===== config.mk =====
export PLATFORM = sky130hd
export DESIGN_NAME = decode_stage
export DESIGN_NICKNAME = d
export VERILOG_FILES = /design/src/verilog/fe_pkg.sv /design/src/verilog/decode_stage.sv
export SDC_FILE = /design/constraint.sdc
export NUM_CORES = 1
export LEC_CHECK = 0
export ABC_AREA = 1
export BUFFER_PORTS_ARGS = -buffer_cell sky130_fd_sc_hd__buf_2
export CORE_MARGIN = 10
export CORE_UTILIZATION = 56
export CTS_CLUSTER_SIZE = 30
export DETAILED_ROUTE_END_ITERATION = 7
export GPL_TIMING_DRIVEN = 0
export HOLD_SLACK_MARGIN = 0.08
export MAX_ROUTING_LAYER = met4
export PLACE_DENSITY = 0.84
export SYNTH_ARGS = -nofsm -noshare
export SYNTH_HDL_FRONTEND = slang
export SYNTH_SLANG_ARGS = --single-unit

===== constraint.sdc =====
create_clock -name clk -period 16.53 [get_ports clk]
set_clock_uncertainty 0.2 [all_clocks]
set_input_delay 2.4795 -clock clk [delete_from_list [all_inputs] [get_ports clk]]
set_output_delay 2.4795 -clock clk [all_outputs]
set_load 0.03 [all_outputs]

===== src/verilog/fe_pkg.sv =====
package fe_pkg;

    typedef logic [63:0] pc_t;   // rv64 program counter
    typedef logic [31:0] inst_t; // one 32-bit instruction word

    // next-pc source, driven by decode
    typedef enum logic [1:0] {
        pc_seq = 2'd0,  // fetch pc plus 4
        pc_alu = 2'd1,  // jalr target
        pc_bru = 2'd2   // branch or jal target, falls back to seq when not taken
    } pc_sel_e;

    // decode to fetch, 131 bits
    typedef struct packed {
        pc_t     alu_target;
        pc_sel_e pc_sel;
        logic    taken;      // also squashes the IF content
        pc_t     bru_target;
    } redirect_t;

    // fetch to decode, 96 bits
    typedef struct packed {
        inst_t inst;
        pc_t   pc;
    } fs_to_ds_t;

    typedef fs_to_ds_t issue_t; // same layout on the issue port

    localparam inst_t NOP_INST = 32'h0000_0013; // addi x0, x0, 0
    localparam pc_t   PC_STEP  = 64'd4;

    // IF pc during reset sits one word before the start address
    // so the sequential pc of the reset cycle is the start address itself
    function automatic pc_t reset_pc_of(input pc_t start_pc);
        return start_pc - PC_STEP;
    endfunction

endpackage


===== src/verilog/decode_stage.sv =====
`timescale 1ns/1ps

module decode_stage (
    input  logic              clk,
    input  logic              rst,
    input  logic              fs_valid,
    input  fe_pkg::fs_to_ds_t fs_bus,
    output logic              ds_allowin,
    output fe_pkg::redirect_t redirect,
    input  logic              es_allowin,
    output logic              issue_valid,
    output fe_pkg::issue_t    issue
);
    import fe_pkg::*;

    localparam logic [6:0] OP_BRANCH = 7'b110_0011;
    localparam logic [6:0] OP_JALR   = 7'b110_0111;
    localparam logic [6:0] OP_JAL    = 7'b110_1111;

    logic       ds_valid;
    logic       ds_fire;     // item leaves ID this cycle
    logic       in_bubble;   // squashed nop from fetch
    fs_to_ds_t  ds_bus;
    logic [6:0] opcode;
    logic [2:0] funct3;
    logic       is_jal;
    logic       is_jalr;
    logic       is_branch;
    logic       br_cond;
    pc_t        imm_b;
    pc_t        imm_j;
    pc_t        imm_i;
    pc_t        bru_target;
    pc_t        alu_target;

    assign in_bubble = (fs_bus.pc == pc_t'(0)) && (fs_bus.inst == NOP_INST);

    // ID handshake
    assign ds_allowin  = !ds_valid || es_allowin;
    assign ds_fire     = ds_valid && es_allowin;

    // a bubble leaves the stage empty
    always_ff @(posedge clk) begin
        if (rst) begin
            ds_valid <= 1'b0;
        end else if (ds_allowin) begin
            ds_valid <= fs_valid && !in_bubble;
        end
    end

    always_ff @(posedge clk) begin
        if (fs_valid && ds_allowin) begin
            ds_bus <= fs_bus;
        end
    end

    assign issue_valid = ds_valid;
    assign issue       = ds_bus;

    // classification
    assign opcode    = ds_bus.inst[6:0];
    assign funct3    = ds_bus.inst[14:12];
    assign is_jal    = opcode == OP_JAL;
    assign is_jalr   = (opcode == OP_JALR) && (funct3 == 3'b000);
    assign is_branch = opcode == OP_BRANCH;

    // sources read as zero, so only the equal and greater-or-equal forms are taken
    always_comb begin
        case (funct3)
            3'b000:  br_cond = 1'b1; // beq
            3'b101:  br_cond = 1'b1; // bge
            3'b111:  br_cond = 1'b1; // bgeu
            default: br_cond = 1'b0; // bne, blt, bltu
        endcase
    end

    // immediates
    assign imm_b = {{51{ds_bus.inst[31]}}, ds_bus.inst[31], ds_bus.inst[7],
                    ds_bus.inst[30:25], ds_bus.inst[11:8], 1'b0};
    assign imm_j = {{43{ds_bus.inst[31]}}, ds_bus.inst[31], ds_bus.inst[19:12],
                    ds_bus.inst[20], ds_bus.inst[30:21], 1'b0};
    assign imm_i = {{52{ds_bus.inst[31]}}, ds_bus.inst[31:20]};

    assign bru_target = ds_bus.pc + (is_jal ? imm_j : imm_b);
    assign alu_target = imm_i & ~pc_t'(1); // rs1 reads zero

    always_comb begin
        redirect            = '0;
        redirect.pc_sel     = pc_seq;
        redirect.alu_target = alu_target;
        redirect.bru_target = bru_target;
        if (ds_fire) begin
            if (is_jalr) begin
                redirect.pc_sel = pc_alu;
                redirect.taken  = 1'b1;
            end else if (is_jal) begin
                redirect.pc_sel = pc_bru;
                redirect.taken  = 1'b1;
            end else if (is_branch) begin
                redirect.pc_sel = pc_bru;  // not taken falls back to seq in fetch
                redirect.taken  = br_cond;
            end
        end
    end

endmodule


Word level (Yosys, flattened, before mapping) --
Index checks and enable logic that the tools add are counted.
Storage, ports and cells: register bits after elaboration 97, output and inout port bits 229, logic and storage cells 27
Cells by class: add/subtract/negate cells 1, equal/unequal tests 6, muxes and demuxes 6, reduce and logical (&&, ||, !) cells 11
Operator list (number):
- adder 64 bit | 1
- zero test 64 bit | 1
- equality test 32 x 5 -> 1 bit (second input constant) | 1
- equality test 7 bit (second input constant) | 3
- 2-to-1 mux 20 bit | 1
- 2-to-1 mux 3 bit | 4
- equality test 3 bit (second input constant) | 2
- logical AND 1 bit | 5
- zero test 3 bit | 1
- OR reduction 3 bit | 1
- zero test 1 bit | 2
- logical OR 1 bit | 1
- 2-to-1 mux 1 bit | 1

Depth between registers and ports, before layout --
depth in word-level cells 7, mapped depth 19, gate-level depth less buffers 19

Worst setup path after synthesis --
No wires, ideal clock.
path type input to register, from input port es_allowin, to register ds_bus (netlist bit issue[0]), enable pin, arrival 9.451 ns, data required time 15.632 ns, slack 6.181 ns, stages on the path 2, path buffers 0, path through inv_1 -> a21boi_0
Between the ends: cells in the longest elaborated chain, start to end 2
RTL lines:
- start: declaration | line decode_stage.sv:10 | input logic es_allowin,
- logical OR 1 bit | line decode_stage.sv:39 | assign ds_allowin = !ds_valid || es_allowin;
- logical AND 1 bit | line decode_stage.sv:52 | if (fs_valid && ds_allowin) begin
- end signal: assignment | line decode_stage.sv:53 | ds_bus <= fs_bus;
- end: declaration | line decode_stage.sv:23 | fs_to_ds_t ds_bus;
Every way passes these cells. A chain may end at the register's enable or synchronous reset.

==> impl_metrics.py <==
metrics = {
    "run_status": {
        "status": "finished, final reports clean",
    },
    "sta": {
        "slew_headroom_pct": 48.1,
        "hold_ws_ps": 444,
        "rsz0062_at_grt": "false",
        "hold_viol": 0,
        "setup_violations": 0,
        "fin_setup_tns_ps": 0,
        "max_slew.worst_pin.slew_ps": 779,
        "post-route-period-util_pct": 39.7,
        "max_freq_ghz": 0.152,
        "slew_viol_final": 0,
        "period_minus_slack_ps": 6560,
    },
    "yosys": {
        "ys_seq_area_share_pct": 29.8,
        "synthArstFlopShare_pct": 0,
        "synth.area.top_cells": "edfxtp_1, nand2_1, inv_1, ha_1, nor2_1",
        "yosysUniqueCellTypes": 32,
        "synth_cells": 1544,
        "netlist_top_cells_count": "nand2_1, inv_1, nor2_1, edfxtp_1, buf_4",
        "yosysTopAreaCellShare_pct": 29.6,
        "syn_area_um2": 9740,
        "yosys_most_used_dff": "edfxtp_1",
        "yosys.area.top_type": "edfxtp_1",
        "synth_edf_count": 96,
        "ys_seq_elements": 97,
        "yosys_warnings": 0,
        "syn_area_per_cell_um2": 6.31,
        "post-synth-top-count-cell": "nand2_1",
        "synth_fp_nets": 1707,
    },
    "drt": {
        "routed_wl_mm": 34.9,
        "dr_total_vias": 10600,
        "drc_errors": 0,
        "wire_per_inst_um": 16.5,
        "dr.pass1.iters": 5,
        "ant_nets": 0,
        "drt_iter0_markers": 907,
        "via_per_inst": 5.03,
    },
    "floorplan": {
        "num_io_pins": 329,
        "initial_core_util_pct": 56.7,
        "die-width_um": 152,
        "rows": 48,
        "die_height_um": 152,
        "dieArea_um2": 23100,
        "coreArea_um2": 17200,
    },
    "global_route": {
        "grtUsageTotal_pct": 29.9,
        "antenna_found_initial": 1,
        "grt_pass1_vias": 10000,
        "grt_pass1_wl_mm": 53.7,
        "grt_max_degree": 32,
        "grt_overflow": 0,
    },
    "placed_design": {
        "hpwl_mm": 30.3,
        "portBuffers": 327,
        "place_area_um2": 11800,
        "gp_congestion": 0.975,
    },
    "clock_network": {
        "cts_max_path_buffers": 2,
        "cts_tree": "done",
        "hold_buffers": 0,
        "cts_root_buf": "clkbuf_16",
        "clk_latency_ps": 360,
        "postCtsSetupBuffers": 0,
        "cts-buffers-inserted": 9,
        "clock_sinks": 97,
        "h-tree-depth": 3,
        "post_cts_resized": 0,
        "clk_pin_slew_ps": 90,
    },
    "layout": {
        "finish.utilization_pct": 70.7,
        "nets": 2051,
        "nFillCells": 1499,
        "syn_to_final_growth_pct": 24.7,
        "drive_gt1_share_pct": 24.2,
        "fin_area_um2": 12100,
    },
    "pwr": {
        "internal_power_w": 0.000532,
        "p_sw_share_pct": 45.8,
        "switchingPower_w": 0.000449,
        "seqPwrFrac_pct": 30.4,
        "pwr-share-comb_pct": 46.5,
        "p_leak_nw": 7.18,
        "vdd_drop_max_uv": 58.5,
        "powerDensity_nw_per_um2": 80.8,
        "clkPwrFrac_pct": 23.1,
    },
    "setup_path": {
        "r2r_slack_ps": 14610,
        "critPathBufInv": 4,
        "timing.rr.start": "issue_valid",
        "cp-startpoint": "issue[68]",
        "path_cells": "nor2_1 > nand4_2 > clkbuf_1 > o21ai_0 > inv_1 > ha_1 > nand2_1 > inv_1 > nand2_1 > nand2_1 > a21oi_1 > nand3_2 > nand2_1 > nand4_1 > nand2_1 > buf_2",
        "cpMostUsedCell": "nand2_1",
        "crit_path_max_incr_delay_ps": 400,
        "path_delay_family": "simple AND/OR/NAND/NOR gates",
        "r2r_end": "issue[28]",
        "startpoint_type": "register",
        "crit_path_max_fanout": 10,
        "path_depth": 16,
        "crit_slowest_cell": "edfxtp_1",
        "arrival_ps": 3880,
        "crit_required_ps": 13850,
        "reg2reg_depth": 3,
        "worstSetupPathType": "reg -> out",
        "cp-end-kind": "output pin",
    },
    "min_path": {
        "hp-class": "reg -> reg",
        "hold_end": "issue_valid",
        "worstHoldStart": "issue_valid",
        "holdPathStages": 2,
    },
    "run": {
        "maxCapViolations": 0,
    },
}
## worst reg2reg max path: cells and delay by family, from the launching register on
kind / cells / cell delay (ps)
buffers and inverters: 2 / 480
AOI/OAI and AO/OA: 1 / 570
DFF: 1 / 370
## registers in the layout, summed over array words and instances, names as in the netlist
name	flops
issue	96
issue_valid	1
## layout by cell type (no fill, tap or decap), types with 3 or more instances in the layout
cell type,count
nand2_1,603
buf_2,327
inv_1,321
nor2_1,160
edfxtp_1,96
buf_4,65
ha_1,62
nand3_1,55
a21oi_1,41
xor2_1,30
nand4_1,23
nor3_1,14
o21ai_0,11
nor2_2,11
nand2_2,11
clkbuf_16,9
nand3_2,8
o21bai_1,6
mux2_2,4
buf_16,4
nor3_2,3
clkinv_8,3
## through the flow
stage / power, W / worst slack [ps] / std cells
after global placement: 0.000749 / 3650 / 2096
after floorplan: 0.000613 / 6180 / 1544
after CTS: 0.000978 / 10090 / 2118
final: 0.000980 / 9970 / 2119
after detailed placement: 0.000754 / 10530 / 2102
after global routing: 0.00103 / 9760 / 2119
## power groups by stage
stage	clock [W]	sequential (W)	combinational (W)
2_1_floorplan	0	0.000335	0.000277
3_3_place_gp	0	0.000311	0.000438
3_5_place_dp	0	0.000304	0.000451
4_1_cts	0.000228	0.000298	0.000452
5_1_grt	0.000234	0.000300	0.000493
6_report	0.000226	0.000298	0.000456
## layout make-up
type / instances / area [um^2] / area share, %
antenna: 1 / 2.50 / 0.0206
buffer: 66 / 492 / 4.05
clock buffer: 9 / 225 / 1.86
clock inverter: 7 / 93.8 / 0.773
inverter: 325 / 1220 / 10.1
multi-input combinational: 1056 / 5130 / 42.3
sequential: 97 / 2900 / 23.9
tap: 225 / 282 / 2.32
timing repair buffer: 333 / 1790 / 14.7
## worst max-delay path by stage
stage	endpoint	slack (ps)
after floorplan	issue[0]	6180
after global placement	issue[30]	3650
after detailed placement	redirect[56]	10530
final	redirect[56]	9970
after CTS	redirect[56]	10090
after global routing	redirect[56]	9760
## kinds of logic (layout without fill, tap and decap cells)
group | count (synthesis) | count (layout) | share of synthesized area (%)
and+or+nand+nor | 896 | 896 | 37.8
DFF | 97 | 97 | 29.8
buffers and inverters | 391 | 740 | 17.6
muxes | 4 | 4 | 0.463
adders and majority gates | 63 | 63 | 8.17
other | 1 | 2 | 0.0385
AOI/OAI and AO/OA | 60 | 60 | 3.29
xor gates and xnor gates | 32 | 32 | 2.88
## layer usage
layer | track usage (%) | up-vias | wire length [um]
met5 | - | - | 0
met4 | 7.11 | 0 | 625
met3 | 6.07 | 38 | 3270
met2 | 46.9 | 518 | 15900
met1 | 38.8 | 4754 | 15100
li1 | - | 5339 | -
Power figures use the tool's default switching activity.
